## src/common/mmu_defines.svh

```systemverilog
`ifndef MMU_DEFINES_SVH
`define MMU_DEFINES_SVH

// Core side address width
`define MMU_ADDR_W 32

// Store data width towards memory
`define MMU_DATA_W 32

// Read data width from memory with one table entry per beat
`define MMU_MEM_RDATA_W 64

// Address space id width
`define MMU_ASID_W 14

// In-page offset width of 4 KiB pages
`define MMU_PAGE_SHIFT 12

// TLB depth
`define MMU_TLB_ENTRIES 4

// Log2 of table entry size in bytes
`define MMU_ENTRY_SHIFT 3

// Flag bits held in the low part of an entry
`define MMU_FLAGS_W 12

`endif

```

## src/common/mmu_pkg.sv

```systemverilog
`include "mmu_defines.svh"

package mmu_pkg;

	// Address and data vectors
	typedef logic [`MMU_ADDR_W-1:0] vaddr_t;
	typedef logic [`MMU_ADDR_W-1:0] paddr_t;
	typedef logic [`MMU_ASID_W-1:0] asid_t;
	typedef logic [`MMU_DATA_W-1:0] word_t;
	typedef logic [`MMU_MEM_RDATA_W-1:0] mem_rdata_t;

	// Page number and frame share the upper address bits
	typedef logic [`MMU_ADDR_W-`MMU_PAGE_SHIFT-1:0] vpn_t;
	typedef logic [`MMU_ADDR_W-`MMU_PAGE_SHIFT-1:0] frame_t;
	typedef logic [`MMU_FLAGS_W-1:0] mmu_flags_t;

	// Access size and byte enables
	typedef logic [1:0] order_t;
	typedef logic [3:0] mask_t;

	// Paging mode from the core
	typedef enum logic [1:0] {
		PAGING_OFF = 2'd0,
		PAGING_L1 = 2'd1,
		PAGING_L2 = 2'd2
	} paging_mode_e;

	// Walk FSM
	typedef enum logic [2:0] {
		WALK_IDLE,
		WALK_T1_REQ,
		WALK_T1_WAIT,
		WALK_T2_REQ,
		WALK_T2_WAIT,
		WALK_ACCESS
	} walk_state_e;

	// Request from the core
	typedef struct packed {
		paging_mode_e mode;
		asid_t asid;
		paddr_t pdt;
		order_t order;
		mask_t mask;
		logic rw;
		vaddr_t addr;
		word_t data;
	} logic_req_t;

	// Command on the memory port
	typedef struct packed {
		logic req;
		logic mmu_use;
		order_t order;
		mask_t mask;
		logic rw;
		paddr_t addr;
		word_t data;
	} mem_cmd_t;

endpackage

```

## src/hdl/mmu_mem_mux.sv

```systemverilog
`timescale 1ns/1ns
`include "mmu_defines.svh"

module mmu_mem_mux (
	input logic req_valid,
	input mmu_pkg::logic_req_t req,
	input mmu_pkg::walk_state_e state,
	input logic iMEMORY_LOCK,
	input logic tlb_valid,
	input logic tlb_hit,
	input mmu_pkg::frame_t tlb_frame,
	input mmu_pkg::mmu_flags_t tlb_flags,
	input mmu_pkg::paddr_t table_addr,
	input mmu_pkg::frame_t entry_frame,
	input mmu_pkg::mmu_flags_t entry_flags,
	output mmu_pkg::mem_cmd_t oMEMORY,
	output logic oMMUFLAGS_REQ,
	output mmu_pkg::mmu_flags_t oMMUFLAGS_FLAGS
);

	logic idle_hit;
	logic translated;

	assign idle_hit = state == mmu_pkg::WALK_IDLE && req_valid && tlb_valid && tlb_hit;

	always_comb begin
		// Access fields of the latched request by default
		oMEMORY.req = 1'b0;
		oMEMORY.mmu_use = 1'b0;
		oMEMORY.order = req.order;
		oMEMORY.mask = req.mask;
		oMEMORY.rw = req.rw;
		oMEMORY.addr = req.addr;
		oMEMORY.data = req.data;
		if (req.mode == mmu_pkg::PAGING_OFF) begin
			oMEMORY.req = req_valid;
		end else begin
			case (state)
				mmu_pkg::WALK_IDLE: begin
					oMEMORY.req = idle_hit;
					oMEMORY.addr = {tlb_frame, req.addr[`MMU_PAGE_SHIFT-1:0]};
				end
				mmu_pkg::WALK_ACCESS: begin
					oMEMORY.req = 1'b1;
					oMEMORY.addr = {entry_frame, req.addr[`MMU_PAGE_SHIFT-1:0]};
				end
				default: begin
					// 8-byte table read raised only in request states
					oMEMORY.req = state == mmu_pkg::WALK_T1_REQ ||
						state == mmu_pkg::WALK_T2_REQ;
					oMEMORY.mmu_use = 1'b1;
					oMEMORY.order = 2'd2;
					oMEMORY.mask = '0;
					oMEMORY.rw = 1'b0;
					oMEMORY.addr = table_addr;
					oMEMORY.data = '0;
				end
			endcase
		end
	end

	// Flags go out with every translated access
	assign translated = req.mode != mmu_pkg::PAGING_OFF &&
		(idle_hit || state == mmu_pkg::WALK_ACCESS);
	assign oMMUFLAGS_REQ = translated;
	assign oMMUFLAGS_FLAGS = state == mmu_pkg::WALK_IDLE ? tlb_flags : entry_flags;

	// Lock must be driven whenever a command is offered
	always_comb begin
		a_lock_known: assert final (!oMEMORY.req || !$isunknown(iMEMORY_LOCK))
			else $error("memory lock unknown while a command is up");
	end

endmodule

```

## src/hdl/mmu_top.sv

```systemverilog
`timescale 1ns/1ns
`include "mmu_defines.svh"

module mmu_top (
	input logic iCLOCK,
	input logic inRESET,
	input logic iTLB_FLUSH,
	input logic iLOGIC_REQ,
	input mmu_pkg::logic_req_t iLOGIC,
	input logic iMEMORY_LOCK,
	input logic iMEMORY_VALID,
	input mmu_pkg::mem_rdata_t iMEMORY_DATA,
	output logic oLOGIC_LOCK,
	output mmu_pkg::mem_cmd_t oMEMORY,
	output logic oMMUFLAGS_REQ,
	output mmu_pkg::mmu_flags_t oMMUFLAGS_FLAGS
);

	// Latched request and walk progress
	logic req_valid;
	mmu_pkg::logic_req_t req;
	mmu_pkg::walk_state_e state;
	mmu_pkg::paddr_t table_addr;
	mmu_pkg::frame_t entry_frame;
	mmu_pkg::mmu_flags_t entry_flags;

	// TLB lookup and fill
	logic lookup;
	logic tlb_wr;
	mmu_pkg::frame_t tlb_wr_frame;
	mmu_pkg::mmu_flags_t tlb_wr_flags;
	logic tlb_valid;
	logic tlb_hit;
	mmu_pkg::frame_t tlb_frame;
	mmu_pkg::mmu_flags_t tlb_flags;

	mmu_walk_ctrl walk_ctrl_inst (
		.iCLOCK(iCLOCK),
		.inRESET(inRESET),
		.iLOGIC_REQ(iLOGIC_REQ),
		.iLOGIC(iLOGIC),
		.iMEMORY_LOCK(iMEMORY_LOCK),
		.iMEMORY_VALID(iMEMORY_VALID),
		.iMEMORY_DATA(iMEMORY_DATA),
		.tlb_valid(tlb_valid),
		.tlb_hit(tlb_hit),
		.oLOGIC_LOCK(oLOGIC_LOCK),
		.req_valid(req_valid),
		.req(req),
		.state(state),
		.table_addr(table_addr),
		.entry_frame(entry_frame),
		.entry_flags(entry_flags),
		.lookup(lookup),
		.tlb_wr(tlb_wr),
		.tlb_wr_frame(tlb_wr_frame),
		.tlb_wr_flags(tlb_wr_flags)
	);

	// Lookup runs on the incoming request and fill on the latched one
	mmu_tlb tlb_inst (
		.iCLOCK(iCLOCK),
		.inRESET(inRESET),
		.flush(iTLB_FLUSH),
		.iMEMORY_LOCK(iMEMORY_LOCK),
		.lookup(lookup),
		.lookup_asid(iLOGIC.asid),
		.lookup_vpn(iLOGIC.addr[`MMU_ADDR_W-1:`MMU_PAGE_SHIFT]),
		.wr(tlb_wr),
		.wr_asid(req.asid),
		.wr_vpn(req.addr[`MMU_ADDR_W-1:`MMU_PAGE_SHIFT]),
		.wr_frame(tlb_wr_frame),
		.wr_flags(tlb_wr_flags),
		.valid(tlb_valid),
		.hit(tlb_hit),
		.frame(tlb_frame),
		.flags(tlb_flags)
	);

	mmu_mem_mux mem_mux_inst (
		.req_valid(req_valid),
		.req(req),
		.state(state),
		.iMEMORY_LOCK(iMEMORY_LOCK),
		.tlb_valid(tlb_valid),
		.tlb_hit(tlb_hit),
		.tlb_frame(tlb_frame),
		.tlb_flags(tlb_flags),
		.table_addr(table_addr),
		.entry_frame(entry_frame),
		.entry_flags(entry_flags),
		.oMEMORY(oMEMORY),
		.oMMUFLAGS_REQ(oMMUFLAGS_REQ),
		.oMMUFLAGS_FLAGS(oMMUFLAGS_FLAGS)
	);

endmodule

```

## src/hdl/mmu_walk_ctrl.sv

```systemverilog
`timescale 1ns/1ns
`include "mmu_defines.svh"

module mmu_walk_ctrl (
	input logic iCLOCK,
	input logic inRESET,
	input logic iLOGIC_REQ,
	input mmu_pkg::logic_req_t iLOGIC,
	input logic iMEMORY_LOCK,
	input logic iMEMORY_VALID,
	input mmu_pkg::mem_rdata_t iMEMORY_DATA,
	input logic tlb_valid,
	input logic tlb_hit,
	output logic oLOGIC_LOCK,
	output logic req_valid,
	output mmu_pkg::logic_req_t req,
	output mmu_pkg::walk_state_e state,
	output mmu_pkg::paddr_t table_addr,
	output mmu_pkg::frame_t entry_frame,
	output mmu_pkg::mmu_flags_t entry_flags,
	output logic lookup,
	output logic tlb_wr,
	output mmu_pkg::frame_t tlb_wr_frame,
	output mmu_pkg::mmu_flags_t tlb_wr_flags
);

	localparam int VPN_W = `MMU_ADDR_W - `MMU_PAGE_SHIFT;
	// Two-level walk splits the page number in halves
	localparam int L2_IDX_W = VPN_W / 2;

	logic paging;
	logic idle_cmd;
	logic idle_miss;
	logic accept;
	logic cmd_taken;
	logic wait_valid;
	mmu_pkg::vpn_t vpn;
	mmu_pkg::paddr_t l1_index;
	mmu_pkg::paddr_t l2_index_hi;
	mmu_pkg::paddr_t l2_index_lo;
	mmu_pkg::frame_t resp_frame;
	mmu_pkg::mmu_flags_t resp_flags;

	assign paging = req.mode != mmu_pkg::PAGING_OFF;

	// Idle with a pass-through or hit command ready
	assign idle_cmd = state == mmu_pkg::WALK_IDLE && req_valid &&
		(!paging || (tlb_valid && tlb_hit));
	// Idle on the TLB answer that starts a walk
	assign idle_miss = state == mmu_pkg::WALK_IDLE && req_valid && paging &&
		tlb_valid && !tlb_hit;

	// The miss cycle also locks so the latch survives into the walk
	assign oLOGIC_LOCK = state != mmu_pkg::WALK_IDLE || idle_miss ||
		(idle_cmd && iMEMORY_LOCK);
	assign accept = iLOGIC_REQ && !oLOGIC_LOCK;
	assign lookup = accept;

	// Final command of this request leaves the port
	assign cmd_taken = !iMEMORY_LOCK && (idle_cmd || state == mmu_pkg::WALK_ACCESS);

	always_ff @(posedge iCLOCK or negedge inRESET) begin
		if (!inRESET) begin
			req_valid <= 1'b0;
		end else if (accept) begin
			req_valid <= 1'b1;
		end else if (cmd_taken) begin
			req_valid <= 1'b0;
		end
	end

	// Request payload
	always_ff @(posedge iCLOCK) begin
		if (accept) begin
			req <= iLOGIC;
		end
	end

	// Walk FSM
	always_ff @(posedge iCLOCK or negedge inRESET) begin
		if (!inRESET) begin
			state <= mmu_pkg::WALK_IDLE;
		end else begin
			case (state)
				mmu_pkg::WALK_IDLE: begin
					if (idle_miss) begin
						state <= mmu_pkg::WALK_T1_REQ;
					end
				end
				mmu_pkg::WALK_T1_REQ: begin
					if (!iMEMORY_LOCK) begin
						state <= mmu_pkg::WALK_T1_WAIT;
					end
				end
				mmu_pkg::WALK_T1_WAIT: begin
					if (iMEMORY_VALID) begin
						// Level two needs the second table
						if (req.mode == mmu_pkg::PAGING_L2) begin
							state <= mmu_pkg::WALK_T2_REQ;
						end else begin
							state <= mmu_pkg::WALK_ACCESS;
						end
					end
				end
				mmu_pkg::WALK_T2_REQ: begin
					if (!iMEMORY_LOCK) begin
						state <= mmu_pkg::WALK_T2_WAIT;
					end
				end
				mmu_pkg::WALK_T2_WAIT: begin
					if (iMEMORY_VALID) begin
						state <= mmu_pkg::WALK_ACCESS;
					end
				end
				mmu_pkg::WALK_ACCESS: begin
					if (!iMEMORY_LOCK) begin
						state <= mmu_pkg::WALK_IDLE;
					end
				end
				default: begin
					state <= mmu_pkg::WALK_IDLE;
				end
			endcase
		end
	end

	// Entry index scaled by the 8-byte entry size
	assign vpn = req.addr[`MMU_ADDR_W-1:`MMU_PAGE_SHIFT];
	assign l1_index = mmu_pkg::paddr_t'({vpn, {`MMU_ENTRY_SHIFT{1'b0}}});
	assign l2_index_hi = mmu_pkg::paddr_t'({vpn[VPN_W-1:L2_IDX_W], {`MMU_ENTRY_SHIFT{1'b0}}});
	assign l2_index_lo = mmu_pkg::paddr_t'({vpn[L2_IDX_W-1:0], {`MMU_ENTRY_SHIFT{1'b0}}});

	always_comb begin
		case (state)
			mmu_pkg::WALK_T1_REQ: begin
				if (req.mode == mmu_pkg::PAGING_L1) begin
					table_addr = req.pdt + l1_index;
				end else begin
					table_addr = req.pdt + l2_index_hi;
				end
			end
			// Second table base comes from the first entry
			mmu_pkg::WALK_T2_REQ: table_addr = {entry_frame, {`MMU_PAGE_SHIFT{1'b0}}} + l2_index_lo;
			default: table_addr = '0;
		endcase
	end

	// Returned entry split into base or frame and flags
	assign resp_frame = iMEMORY_DATA[`MMU_ADDR_W-1:`MMU_PAGE_SHIFT];
	assign resp_flags = iMEMORY_DATA[`MMU_FLAGS_W-1:0];
	assign wait_valid = iMEMORY_VALID &&
		(state == mmu_pkg::WALK_T1_WAIT || state == mmu_pkg::WALK_T2_WAIT);

	always_ff @(posedge iCLOCK) begin
		if (wait_valid) begin
			entry_frame <= resp_frame;
			entry_flags <= resp_flags;
		end
	end

	// Last table response fills the TLB
	assign tlb_wr = iMEMORY_VALID &&
		((state == mmu_pkg::WALK_T1_WAIT && req.mode == mmu_pkg::PAGING_L1) ||
		state == mmu_pkg::WALK_T2_WAIT);
	assign tlb_wr_frame = resp_frame;
	assign tlb_wr_flags = resp_flags;

	// Latch moves only in idle so every walk runs in a paging mode
	a_off_stays_idle: assert property (@(posedge iCLOCK) disable iff (!inRESET)
		state != mmu_pkg::WALK_IDLE |-> paging);

endmodule

```

## src/tlb/mmu_tlb.sv

```systemverilog
`timescale 1ns/1ns
`include "mmu_defines.svh"

module mmu_tlb (
	input logic iCLOCK,
	input logic inRESET,
	input logic flush,
	input logic iMEMORY_LOCK,
	input logic lookup,
	input mmu_pkg::asid_t lookup_asid,
	input mmu_pkg::vpn_t lookup_vpn,
	input logic wr,
	input mmu_pkg::asid_t wr_asid,
	input mmu_pkg::vpn_t wr_vpn,
	input mmu_pkg::frame_t wr_frame,
	input mmu_pkg::mmu_flags_t wr_flags,
	output logic valid,
	output logic hit,
	output mmu_pkg::frame_t frame,
	output mmu_pkg::mmu_flags_t flags
);

	localparam int PTR_W = $clog2(`MMU_TLB_ENTRIES);

	logic [`MMU_TLB_ENTRIES-1:0] ent_valid;
	logic [`MMU_TLB_ENTRIES-1:0] match;
	mmu_pkg::asid_t ent_asid [`MMU_TLB_ENTRIES];
	mmu_pkg::vpn_t ent_vpn [`MMU_TLB_ENTRIES];
	mmu_pkg::frame_t ent_frame [`MMU_TLB_ENTRIES];
	mmu_pkg::mmu_flags_t ent_flags [`MMU_TLB_ENTRIES];
	logic [PTR_W-1:0] fill_ptr;
	mmu_pkg::frame_t match_frame;
	mmu_pkg::mmu_flags_t match_flags;

	// Parallel compare over all entries
	always_comb begin
		match_frame = '0;
		match_flags = '0;
		for (int i = 0; i < `MMU_TLB_ENTRIES; i++) begin
			match[i] = ent_valid[i] && ent_asid[i] == lookup_asid && ent_vpn[i] == lookup_vpn;
			// At most one match so the OR acts as a mux
			if (match[i]) begin
				match_frame = match_frame | ent_frame[i];
				match_flags = match_flags | ent_flags[i];
			end
		end
	end

	// Valid bits and round-robin victim
	always_ff @(posedge iCLOCK or negedge inRESET) begin
		if (!inRESET) begin
			ent_valid <= '0;
			fill_ptr <= '0;
		end else if (flush) begin
			ent_valid <= '0;
		end else if (wr) begin
			ent_valid[fill_ptr] <= 1'b1;
			fill_ptr <= fill_ptr + 1'b1;
		end
	end

	// Entry contents
	always_ff @(posedge iCLOCK) begin
		if (wr) begin
			ent_asid[fill_ptr] <= wr_asid;
			ent_vpn[fill_ptr] <= wr_vpn;
			ent_frame[fill_ptr] <= wr_frame;
			ent_flags[fill_ptr] <= wr_flags;
		end
	end

	// Registered answer held while the memory port is locked
	always_ff @(posedge iCLOCK or negedge inRESET) begin
		if (!inRESET) begin
			valid <= 1'b0;
			hit <= 1'b0;
		end else if (lookup) begin
			valid <= 1'b1;
			hit <= |match;
		end else if (!iMEMORY_LOCK) begin
			valid <= 1'b0;
		end
	end

	always_ff @(posedge iCLOCK) begin
		if (lookup) begin
			frame <= match_frame;
			flags <= match_flags;
		end
	end

	// Fill never duplicates a live page
	a_single_match: assert property (@(posedge iCLOCK) disable iff (!inRESET)
		lookup |-> $onehot0(match));

	// Flush only between walks
	a_no_wr_on_flush: assert property (@(posedge iCLOCK) disable iff (!inRESET)
		wr |-> !flush);

endmodule
```

## config.mk

```make
export PLATFORM = sky130hd
export DESIGN_NAME = mmu_top
export DESIGN_NICKNAME = d
export VERILOG_FILES = /design/src/common/mmu_pkg.sv /design/src/hdl/mmu_mem_mux.sv /design/src/hdl/mmu_top.sv /design/src/hdl/mmu_walk_ctrl.sv /design/src/tlb/mmu_tlb.sv
export VERILOG_INCLUDE_DIRS = /design/src /design/src/common
export SDC_FILE = /design/constraint.sdc
export NUM_CORES = 1
export LEC_CHECK = 0
export ABC_CLOCK_PERIOD_IN_PS = 5400
export BUFFER_PORTS_ARGS = -buffer_cell sky130_fd_sc_hd__buf_2
export CELL_PAD_IN_SITES_DETAIL_PLACEMENT = 1
export CELL_PAD_IN_SITES_GLOBAL_PLACEMENT = 1
export CORE_MARGIN = 8
export CORE_UTILIZATION = 45
export CTS_CLUSTER_SIZE = 25
export DETAILED_ROUTE_END_ITERATION = 7
export HOLD_SLACK_MARGIN = 0.03
export PLACE_DENSITY = 0.79
export RECOVER_POWER = 25
export SLEW_MARGIN = 20
export SYNTH_ARGS = -nofsm -noshare
export SYNTH_HDL_FRONTEND = slang
export SYNTH_SLANG_ARGS = --single-unit
```

## constraint.sdc

```tcl
create_clock -name iCLOCK -period 5.4 [get_ports iCLOCK]
set_input_delay 1.62 -clock iCLOCK [delete_from_list [all_inputs] [get_ports iCLOCK]]
set_output_delay 1.62 -clock iCLOCK [all_outputs]
set_load 0.01 [all_outputs]
```

==> results of run 1 <==
[cell usage in the layout, fill, tap and decap left out, types with 7 or more instances in the layout]
cell       instances
a21o_1             8
a21oi_1           19
a221oi_1           8
a22oi_1           77
and2_1            51
buf_2            228
buf_4             32
clkbuf_1          33
clkbuf_16         51
clkinv_1          13
clkinv_2           7
dfrtp_1           12
edfxtp_1         447
ha_1              17
ha_4               9
inv_1              8
mux2_2            17
nand2_1           94
nand3_1           16
nand4_1           36
nor2_1            43
nor4_1             9
o211ai_1           9
o21ai_0           41
xnor2_1          140
xor2_1            35
[sequential cells by signal, summed over array words and instances, names as in the netlist]
name,count
tlb_inst.ent_asid,56
tlb_inst.fill_ptr,2
tlb_inst.ent_frame,80
walk_ctrl_inst.req_valid,1
tlb_inst.ent_valid,4
tlb_inst.frame,20
tlb_inst.hit,1
tlb_inst.valid,1
walk_ctrl_inst.req,119
tlb_inst.flags,12
walk_ctrl_inst.entry_frame,20
tlb_inst.ent_vpn,80
tlb_inst.ent_flags,48
walk_ctrl_inst.state,3
walk_ctrl_inst.entry_flags,12
[cells in the mapped netlist (4+ instances only)]
library cell	number
clkbuf_1	45
a21o_1	8
a22oi_1	77
buf_2	11
o21ai_1	7
edfxtp_1	447
o221ai_1	7
and2_1	56
nor2b_1	7
o21ai_0	42
a221oi_1	8
nor2_1	43
nand2b_1	6
o211ai_1	9
xnor2_1	142
a222oi_1	6
o21a_1	6
nand2_1	97
and3_1	6
ha_1	29
xor2_1	35
nand3_1	16
nor3_1	6
inv_1	9
a22o_1	4
a31oi_1	6
mux2_2	22
a21oi_1	24
dfrtp_1	12
nand4_1	36
nor4_1	10
[worst paths after layout]
check                      depth (start not counted)                                start                            endpoint  slack, ps
hold / removal                                     0    walk_ctrl_inst.req[115]$_DFFE_PP_  tlb_inst.ent_asid[0][12]$_DFFE_PP_        500
max in group asynchronous                          1                              inRESET            tlb_inst.hit$_DFFE_PN0P_       3630
hold reg to reg                                    0    walk_ctrl_inst.req[115]$_DFFE_PP_  tlb_inst.ent_asid[0][12]$_DFFE_PP_        500
setup reg to reg                                   5  walk_ctrl_inst.state[1]$_DFFE_PN0P_    walk_ctrl_inst.req[85]$_DFFE_PP_       1760
setup / recovery                                  14    walk_ctrl_inst.req[118]$_DFFE_PP_                         oMEMORY[60]         50
min in group asynchronous                          1                              inRESET   tlb_inst.ent_valid[0]$_DFFE_PN0P_       1160
[per-layer routing]
| metal | track usage [%] | part of all wire, % | wire length (µm) | vias up |
|---|---|---|---|---|
| met5 | 0 | 0.088 | 49 | - |
| met1 | 26.4 | 40 | 22000 | 6251 |
| met4 | 7.73 | 3.1 | 1710 | 8 |
| li1 | - | - | - | 5496 |
| met3 | 4.24 | 5.4 | 2990 | 108 |
| met2 | 38.6 | 52 | 28900 | 367 |
[logic make-up after synthesis]
logic type / Yosys count / share of synthesized area, %
fa+ha+maj: 30 / 1.97
buf+inv: 70 / 1.48
simple gates: 296 / 7.95
xor+xnor: 177 / 7.98
compound gates: 232 / 8.58
flops: 459 / 70.6
mux: 25 / 1.43
[timing repair]
item,CTS,global route
endpoints found under the hold margin,0,0
cloned,2,0
endpoints found under the setup margin,21,18
pin swaps,17,26
setup buffers,12,5
resized for setup,26,30
[power groups by stage]
stage               clock network (W)  logic [W]  registers [W]
finish                        0.00328    0.00268        0.00457
global route                  0.00347    0.00288        0.00460
CTS                           0.00335    0.00261        0.00456
detailed placement                  0    0.00248        0.00463
global placement                    0    0.00240        0.00461
floorplan                           0    0.00146        0.00454
[area by class of cell]
cell class              instances  area [µm²]
inverters                      10        41.3
fillers                      4167       19400
multi-input cells             760        5730
clock inverters                26         203
repair buffers                292        1640
clock buffers                  65        1370
diodes                          4        10.0
well taps                     585         732
flip-flops and latches        459       13700
[through the flow]
stage	hold slack [ps]	power [W]	instances	setup WS, ps	setup TNS (ps)
after floorplan	459	0.00600	1289	451	0
after global placement	473	0.00701	2088	320	0
after detailed placement	489	0.00711	2088	287	0
after CTS	506	0.0105	2193	6.54	0
after global routing	529	0.0109	2200	-73.0	-269
final	503	0.0105	2201	48.5	0
==> impl_metrics.env, run 1 <==
export IMPL_port_buffers=243
export IMPL_finalSetupViolCount=0
export IMPL_peakVddDrop_v=0.000203
export IMPL_crit_type="flip-flop to primary output"
export IMPL_start_kind="flip-flop"
export IMPL_drive_gt1_share_pct=26.1
export IMPL_synth_area_per_cell_um2=15.1
export IMPL_netlist_area_um2=19400
export IMPL_synth_ff_type="edfxtp_1"
export IMPL_antenna_found_initial=9
export IMPL_gr_total_overflow=0
export IMPL_finalWirelength_mm=55.7
export IMPL_numCtsBuffers=50
export IMPL_vias_per_cell=5.56
export IMPL_die_h_um=224
export IMPL_h_tree_depth=2
export IMPL_p_leak_nw=8.20
export IMPL_cp_slowest_cell="edfxtp_1"
export IMPL_gp_congestion=0.873
export IMPL_relSlewSlack_pct=28.5
export IMPL_io_pins=276
export IMPL_grt_pass1_wl_mm=82.6
export IMPL_arrival_ps=3730
export IMPL_final_util_pct=54.7
export IMPL_num_nets_final=1792
export IMPL_clk_latency_ps=590
export IMPL_ys_async_sr_fraction_pct=2.61
export IMPL_netSwitchingFraction_pct=31.0
export IMPL_max_stage_delay_ps=420
export IMPL_p_clk_share_pct=31.2
export IMPL_critical_path_top_delay_family="compound AO/OA/AOI/OAI gates"
export IMPL_grt_use_total_pct=21.8
export IMPL_tightestPinTransition_ps=1070
export IMPL_first_global_vias=13090
export IMPL_numClockSinks=459
export IMPL_yosys_warnings=0
export IMPL_synthDistinctLibCells=65
export IMPL_synth_seq_cells=459
export IMPL_final_setup_skew_ps=28.2
export IMPL_max_cap_viol_count=0
export IMPL_cp_required_ps=3780
export IMPL_hold_path_class="flip-flop to flip-flop"
export IMPL_cp_end_kind="primary output"
export IMPL_cp_cell_sequence="nor2b_4 > buf_12 > mux2_4 > ha_4 > a211o_1 > o211ai_1 > buf_4 > a21boi_2 > a221oi_4 > o21ai_2 > o211ai_2 > xor2_1 > o221ai_1 > buf_2"
export IMPL_worst_path_buf_inv=3
export IMPL_drc=0
export IMPL_synth_edf_count=447
export IMPL_fin_crit_sh_pct=99.1
export IMPL_start_util_pct=45.3
export IMPL_crit_fanout=6
export IMPL_report_final_slew_viol_count=0
export IMPL_postRouteAntennaNets=0
export IMPL_synth_top_area_share_pct=69.1
export IMPL_yosys_area_top_type="edfxtp_1"
export IMPL_p_switching_w=0.00326
export IMPL_comb_power_share_pct=25.4
export IMPL_cts_tree="built"
export IMPL_hold_buffers=0
export IMPL_syn_inst=1289
export IMPL_fmaxAchievable_mhz=187
export IMPL_coreArea_um2=42900
export IMPL_syn_to_final_growth_pct=20.7
export IMPL_cts_root_buf="clkbuf_16"
export IMPL_dr_pass1_iters=6
export IMPL_post_dp_cell_area_um2=21500
export IMPL_hold_violations=0
export IMPL_dp_hpwl_mm=38.2
export IMPL_fin_crit_ps=5350
export IMPL_dieArea_um2=50100
export IMPL_vias=12230
export IMPL_drt_iter0_drc=1091
export IMPL_fin_area_um2=23500
export IMPL_p_seq_share_pct=43.4
export IMPL_powerDensity_nw_per_um2=449
export IMPL_die_w_um=224
export IMPL_outcome="finished, final reports clean"
export IMPL_p_int_w=0.00727
export IMPL_rows=76
export IMPL_rsz0062_at_grt="yes"
export IMPL_synthesis_nets=1508
export IMPL_ys_top_cells_by_area="edfxtp_1, xnor2_1, a22oi_1"
export IMPL_wl_per_cell_um=25.3
export IMPL_grt_max_degree=73
export IMPL_cts_buffer_depth=3
export IMPL_cts_reportedPaths_clkPinSlew_ps=60
export IMPL_seq_area_frac_synth_pct=70.6
No activity file was read; power rests on OpenSTA's default activity.
==> run 2, diff against run 1 <==
--- a/config.mk
+++ b/config.mk
@@ -10,13 +10,13 @@
 export BUFFER_PORTS_ARGS = -buffer_cell sky130_fd_sc_hd__buf_2
 export CELL_PAD_IN_SITES_DETAIL_PLACEMENT = 1
 export CELL_PAD_IN_SITES_GLOBAL_PLACEMENT = 1
+export CORE_ASPECT_RATIO = 2
 export CORE_MARGIN = 8
 export CORE_UTILIZATION = 45
 export CTS_CLUSTER_SIZE = 25
 export DETAILED_ROUTE_END_ITERATION = 7
 export HOLD_SLACK_MARGIN = 0.03
 export PLACE_DENSITY = 0.79
-export RECOVER_POWER = 25
 export SLEW_MARGIN = 20
 export SYNTH_ARGS = -nofsm -noshare
 export SYNTH_HDL_FRONTEND = slang
==> run 2 against run 1 <==
- the flow now finishes with violations (setup timing)
- register-to-register slack better by 240 ps
- routed wire length up 9.1%
- cell area down 0.28%
- count of clock-buffer cells in the layout down 16
- maximum frequency down 3.2%
- critical path depth up 1
- first-iteration DRC count down 22%
- sequential power about the same
- non-clock buffer count up 17
- via count up 0.61%
- highest routed layer unchanged
==> impl_metrics.env, run 2 (synthesized netlist as in run 1, its figures left out) <==
export IMPL_hold_path_class="flip-flop to flip-flop"
export IMPL_start_kind="flip-flop"
export IMPL_fmaxAchievable_mhz=181
export IMPL_drc=0
export IMPL_cts_reportedPaths_clkPinSlew_ps=70
export IMPL_whs_ps=505
export IMPL_postRouteAntennaNets=0
export IMPL_final_common_cell="edfxtp_1"
export IMPL_antenna_found_initial=8
export IMPL_worst_slack_ps=-126
export IMPL_largest_registers="walk_ctrl_inst.req (119), tlb_inst.ent_frame (80), tlb_inst.ent_vpn (80)"
export IMPL_outcome="finished with violations"
export IMPL_final_setup_skew_ps=11.1
export IMPL_io_pins=276
export IMPL_r2r_end="tlb_inst.ent_frame[1][0]$_DFFE_PP_"
export IMPL_rsz0062_at_grt="yes"
export IMPL_first_global_vias=13625
export IMPL_cts_tree="built"
export IMPL_p_clk_share_pct=28.3
export IMPL_cp_cell_sequence="nor2b_4 > buf_8 > mux2_4 > ha_4 > a211o_1 > o211ai_1 > a21boi_2 > a221oi_4 > buf_6 > buf_4 > buf_4 > xor2_1 > o221ai_1 > o21a_1 > buf_2"
export IMPL_max_stage_delay_ps=430
export IMPL_crit_type="flip-flop to primary output"
export IMPL_fin_crit_sh_pct=102
export IMPL_crit_fanout=6
export IMPL_syn_to_final_growth_pct=20.4
export IMPL_largest_register_ffs=119
export IMPL_grt_pass1_wl_mm=88.0
export IMPL_p_seq_share_pct=44.1
export IMPL_cts_root_buf="clkbuf_16"
export IMPL_r2r_cells=5
export IMPL_tightestPinTransition_ps=1090
export IMPL_arrival_ps=3910
export IMPL_rows=107
export IMPL_max_cap_viol_count=0
export IMPL_p_int_w=0.00704
export IMPL_min_to="tlb_inst.ent_valid[1]$_DFFE_PN0P_"
export IMPL_numCtsBuffers=41
export IMPL_rr_startpoint="walk_ctrl_inst.state[1]$_DFFE_PN0P_"
export IMPL_start_util_pct=45.7
export IMPL_coreArea_um2=42600
export IMPL_layout_common_cells="edfxtp_1, buf_2, xnor2_1, nand2_1, a22oi_1"
export IMPL_h_tree_depth=2
export IMPL_vias_per_cell=5.70
export IMPL_r2r_slack_ps=2000
export IMPL_num_nets_final=1800
export IMPL_die_w_um=163
export IMPL_powerDensity_nw_per_um2=443
export IMPL_gr_total_overflow=0
export IMPL_fin_crit_ps=5530
export IMPL_fin_cells=2159
export IMPL_grt_max_degree=90
export IMPL_die_h_um=310
export IMPL_hold_violations=0
export IMPL_p_leak_nw=8.23
export IMPL_dp_hpwl_mm=44.0
export IMPL_cp_end_kind="primary output"
export IMPL_drive_gt1_share_pct=28.5
export IMPL_port_buffers=243
export IMPL_comb_power_share_pct=27.6
export IMPL_cp_required_ps=3780
export IMPL_dieArea_um2=50500
export IMPL_clk_latency_ps=560
export IMPL_numClockSinks=459
export IMPL_peakVddDrop_v=0.000388
export IMPL_p_total_w=0.0104
export IMPL_cp_slowest_cell="edfxtp_1"
export IMPL_dp_cells=2068
export IMPL_relSlewSlack_pct=27.3
export IMPL_finalWirelength_mm=60.8
export IMPL_violations="setup timing"
export IMPL_wl_per_cell_um=28.2
export IMPL_path_common_cell="buf_4"
export IMPL_gp_congestion=0.917
export IMPL_regMostFlops="walk_ctrl_inst.req"
export IMPL_cts_buffer_depth=3
export IMPL_hold_path_depth=2
export IMPL_dpl_worst_slack_ps=93.6
export IMPL_netSwitchingFraction_pct=32.0
export IMPL_finalSetupViolCount=13
export IMPL_dr_pass1_iters=5
export IMPL_hold_start="tlb_inst.ent_valid[1]$_DFFE_PN0P_"
export IMPL_grt_use_total_pct=23.8
export IMPL_report_final_slew_viol_count=0
export IMPL_vias=12304
export IMPL_drt_iter0_drc=852
export IMPL_p_switching_w=0.00332
run 2: critical path: cells and delay by family (launching register included):
| family | cells | cell delay (ps) |
|---|---|---|
| muxes | 1 | 340 |
| DFF | 1 | 430 |
| and+or+nand+nor | 1 | 200 |
| xor gates and xnor gates | 1 | 160 |
| adders and majority gates | 1 | 220 |
| buffers and inverters | 5 | 690 |
| AOI/OAI and AO/OA | 6 | 1310 |
run 2: metrics by stage:
| step | utilization [%] | instance area [µm²] | TNS (ps) |
|---|---|---|---|
| after floorplan | - | 19400 | 0 |
| after global placement | 50.5 | 21500 | 0 |
| after detailed placement | 50.5 | 21500 | 0 |
| after CTS | 54.6 | 23200 | -706 |
| after global routing | 54.9 | 23400 | -2370 |
| final | 54.9 | 23400 | -792 |
run 2: layout make-up:
type / instances / area (µm²)
inverter: 10 / 41.3
sequential: 459 / 13700
fill: 4174 / 19200
timing repair buffer: 309 / 1770
tap: 545 / 682
clock inverter: 20 / 253
clock buffer: 49 / 1060
antenna: 7 / 17.5
multi-input combinational: 760 / 5850
run 2: how the worst max path moves through the flow:
stage / slack (ps) / cells after the start / from / to
6_report: -130 / 15 / walk_ctrl_inst.req[118]$_DFFE_PP_ / oMEMORY[48]
3_3_place_gp: 130 / 14 / walk_ctrl_inst.req[118]$_DFFE_PP_ / oMEMORY[54]
2_1_floorplan: 450 / 13 / walk_ctrl_inst.req[118]$_DFFE_PP_ / oMEMORY[57]
4_1_cts: -150 / 15 / walk_ctrl_inst.req[118]$_DFFE_PP_ / oMEMORY[54]
3_5_place_dp: 90 / 14 / walk_ctrl_inst.req[118]$_DFFE_PP_ / oMEMORY[60]
5_1_grt: -230 / 16 / walk_ctrl_inst.req[118]$_DFFE_PP_ / oMEMORY[58]
run 2: metal layers:
layer  up-vias  GRT usage (%)  routed length (µm)
met2       421           44.9               34200
li1       5471              -                   -
met3       167           3.47                2480
met4         2           15.9                4290
met5         -              0                  13
met1      6243           23.4               19800
run 2: timing repair:
item	in CTS	in global routing
resized for setup	57	25
setup endpoints to repair	22	19
endpoints found under the hold margin	0	0
hold buffers	0	0
pin swaps	16	12
setup buffers	10	5
cloned	1	0
run 2: power by group through the flow:
stage	clock network, W	registers (W)	logic [W]
2_1_floorplan	0	0.00454	0.00146
3_3_place_gp	0	0.00461	0.00257
3_5_place_dp	0	0.00463	0.00264
4_1_cts	0.00298	0.00457	0.00280
5_1_grt	0.00308	0.00460	0.00306
6_report	0.00293	0.00457	0.00286
==> run 3, diff against run 2 <==
--- a/config.mk
+++ b/config.mk
@@ -6,7 +6,7 @@
 export SDC_FILE = /design/constraint.sdc
 export NUM_CORES = 1
 export LEC_CHECK = 0
-export ABC_CLOCK_PERIOD_IN_PS = 5400
+export ABC_CLOCK_PERIOD_IN_PS = 6710
 export BUFFER_PORTS_ARGS = -buffer_cell sky130_fd_sc_hd__buf_2
 export CELL_PAD_IN_SITES_DETAIL_PLACEMENT = 1
 export CELL_PAD_IN_SITES_GLOBAL_PLACEMENT = 1
==> constraint.sdc (replaced) <==
create_clock -name iCLOCK -period 6.71 [get_ports iCLOCK]
set_input_delay 2.013 -clock iCLOCK [delete_from_list [all_inputs] [get_ports iCLOCK]]
set_output_delay 2.013 -clock iCLOCK [all_outputs]
set_load 0.01 [all_outputs]
==> run 3 against run 2 <==
- the flow now finishes without violations
- first-iteration DRC count increased by 0.82%
- die area unchanged
- utilization decreased by 1.5 points
- sequential share of layout area increased by 1.7 points
- critical path depth decreased by 3
- count of clock-buffer cells in the layout unchanged
- sequential cell count unchanged
- clock skew increased by 10 ps
- cell area decreased by 2.8%
- register-to-register slack improved by 1000 ps
- non-clock buffer count decreased by 45
- worst setup slack improved by 430 ps
- critical path type unchanged
- critical endpoint is now oMEMORY[60]
==> impl_metrics.env, run 3 (synthesized netlist as in run 1, its figures left out) <==
export IMPL_grt_max_degree=89
export IMPL_outcome="finished, final reports clean"
export IMPL_num_nets_final=1757
export IMPL_drt_iter0_drc=859
export IMPL_multi_input_area_um2=5460
export IMPL_finalWirelength_mm=59.4
export IMPL_relSlewSlack_pct=33.1
export IMPL_post_cts_resized=0
export IMPL_cts_buffer_depth=3
export IMPL_drc=0
export IMPL_layout_common_cells="edfxtp_1, buf_2, xnor2_1, nand2_1, a22oi_1"
export IMPL_hold_violations=0
export IMPL_port_buffers=243
export IMPL_p_total_w=0.00823
export IMPL_final_setup_skew_ps=21.4
export IMPL_peakVddDrop_v=0.000253
export IMPL_rsz0062_at_grt="no"
export IMPL_max_cap_viol_count=0
export IMPL_cts_reportedPaths_clkPinSlew_ps=70
export IMPL_largest_register_ffs=119
export IMPL_powerDensity_nw_per_um2=362
export IMPL_start_util_pct=45.7
export IMPL_dp_cells=2038
export IMPL_postRouteAntennaNets=0
export IMPL_arrival_ps=4390
export IMPL_final_common_cell="edfxtp_1"
export IMPL_worst_path_buf_inv=2
export IMPL_hold_buffers=0
export IMPL_syn_to_final_growth_pct=17.0
export IMPL_grt_pass1_wl_mm=86.2
export IMPL_numCtsBuffers=43
export IMPL_max_stage_delay_ps=440
export IMPL_io_pins=276
export IMPL_die_h_um=310
export IMPL_crit_fanout=18
export IMPL_clk_latency_ps=570
export IMPL_setup_tns_ps=0
export IMPL_grt_use_total_pct=23.3
export IMPL_antenna_found_initial=10
export IMPL_h_tree_depth=2
export IMPL_cp_cell_sequence="nor2b_2 > buf_4 > mux2_2 > ha_1 > a2111oi_2 > a21boi_2 > a221oi_4 > o21ai_2 > o211ai_2 > xor2_1 > o221ai_1 > buf_2"
export IMPL_largest_registers="walk_ctrl_inst.req (119), tlb_inst.ent_frame (80), tlb_inst.ent_vpn (80)"
export IMPL_finalSetupViolCount=0
export IMPL_rows=107
export IMPL_critical_path_top_delay_family="compound AO/OA/AOI/OAI gates"
export IMPL_vias=12181
export IMPL_first_global_vias=13431
export IMPL_p_leak_nw=8.00
export IMPL_regMostFlops="walk_ctrl_inst.req"
export IMPL_fin_crit_ps=6400
export IMPL_cp_end_kind="primary output"
export IMPL_cts_tree="built"
export IMPL_cts_root_buf="clkbuf_16"
export IMPL_gr_total_overflow=0
export IMPL_wl_per_cell_um=28.0
export IMPL_cp_required_ps=4700
export IMPL_post_dp_cell_area_um2=21300
export IMPL_hold_path_class="flip-flop to flip-flop"
export IMPL_whs_ps=502
export IMPL_cp_slowest_cell="edfxtp_1"
export IMPL_die_w_um=163
export IMPL_coreArea_um2=42600
export IMPL_dr_pass1_iters=5
export IMPL_fin_cells=2120
export IMPL_postCtsSetupBuffers=0
export IMPL_vias_per_cell=5.75
export IMPL_fmaxAchievable_mhz=156
export IMPL_drive_gt1_share_pct=24.2
export IMPL_tightestPinTransition_ps=1000
export IMPL_crit_type="flip-flop to primary output"
export IMPL_seqCellArea_um2=13700
export IMPL_start_kind="flip-flop"
export IMPL_dieArea_um2=50500
export IMPL_report_final_slew_viol_count=0
export IMPL_numClockSinks=459
export IMPL_fin_crit_sh_pct=95.4
export IMPL_fillers=4165
export IMPL_dp_hpwl_mm=42.8
export IMPL_gp_congestion=0.916
export IMPL_fin_area_um2=22700
-- run 3: changes by cell type in the layout (fill, tap and decap cells not counted), moves of 6 or more --
cell     delta
mux2_2      +7
ha_1       +13
ha_4       -12
buf_6       -9
buf_4      -37
a21oi_1     +6
mux2_4      -7
-- run 3: cell type report --
class                           count  share of cell area [%]
Clock buffer                       49                    4.97
Antenna cell                        6                  0.0660
Multi-Input combinational cell    760                    24.0
Inverter                           10                   0.187
Clock inverter                     27                    1.28
Tap cell                          545                    3.00
Sequential cell                   459                    60.4
Timing Repair Buffer              264                    6.13
-- run 3: path summary, 6_finish.rpt --
| kind | cells after the start | to | slack (ps) | from |
|---|---|---|---|---|
| max | 12 | oMEMORY[60] | 310 | walk_ctrl_inst.req[118]$_DFFE_PP_ |
| min | 2 | tlb_inst.ent_valid[3]$_DFFE_PN0P_ | 500 | tlb_inst.ent_valid[3]$_DFFE_PN0P_ |
| max reg2reg | 5 | tlb_inst.ent_frame[1][2]$_DFFE_PP_ | 3010 | walk_ctrl_inst.state[1]$_DFFE_PN0P_ |
| min reg2reg | 2 | tlb_inst.ent_valid[3]$_DFFE_PN0P_ | 500 | tlb_inst.ent_valid[3]$_DFFE_PN0P_ |
| max in group asynchronous | 1 | walk_ctrl_inst.state[2]$_DFFE_PN0P_ | 5060 | inRESET |
| min in group asynchronous | 1 | walk_ctrl_inst.state[1]$_DFFE_PN0P_ | 1370 | inRESET |
-- run 3: tightest hold or removal path, stage by stage, from the launching register on --
cell and delay (ps):
dfrtp_1 340, nor2_1 50, nor2_1 70
-- run 3: metrics by stage --
step	util [%]	setup WS, ps
4_1_cts	53.4	178
2_1_floorplan	-	826
6_report	53.4	306
3_3_place_gp	50.0	900
5_1_grt	53.4	96.9
3_5_place_dp	50.0	826
-- run 3: power breakdown --
part,leakage [nW],internal (W),switching (W)
combinational,3.08,0.000711,0.00132
clock,0.701,0.00141,0.00108
sequential,4.22,0.00349,0.000215
total,8.00,0.00561,0.00262
-- run 3: routing by layer --
metal,share of wire [%],global-route usage [%],vias to the layer above
li1,-,-,5397
met1,32,22.9,6175
met2,55,43.6,429
met3,5.7,4.49,174
met4,6.9,15.1,6
met5,0.069,0,-
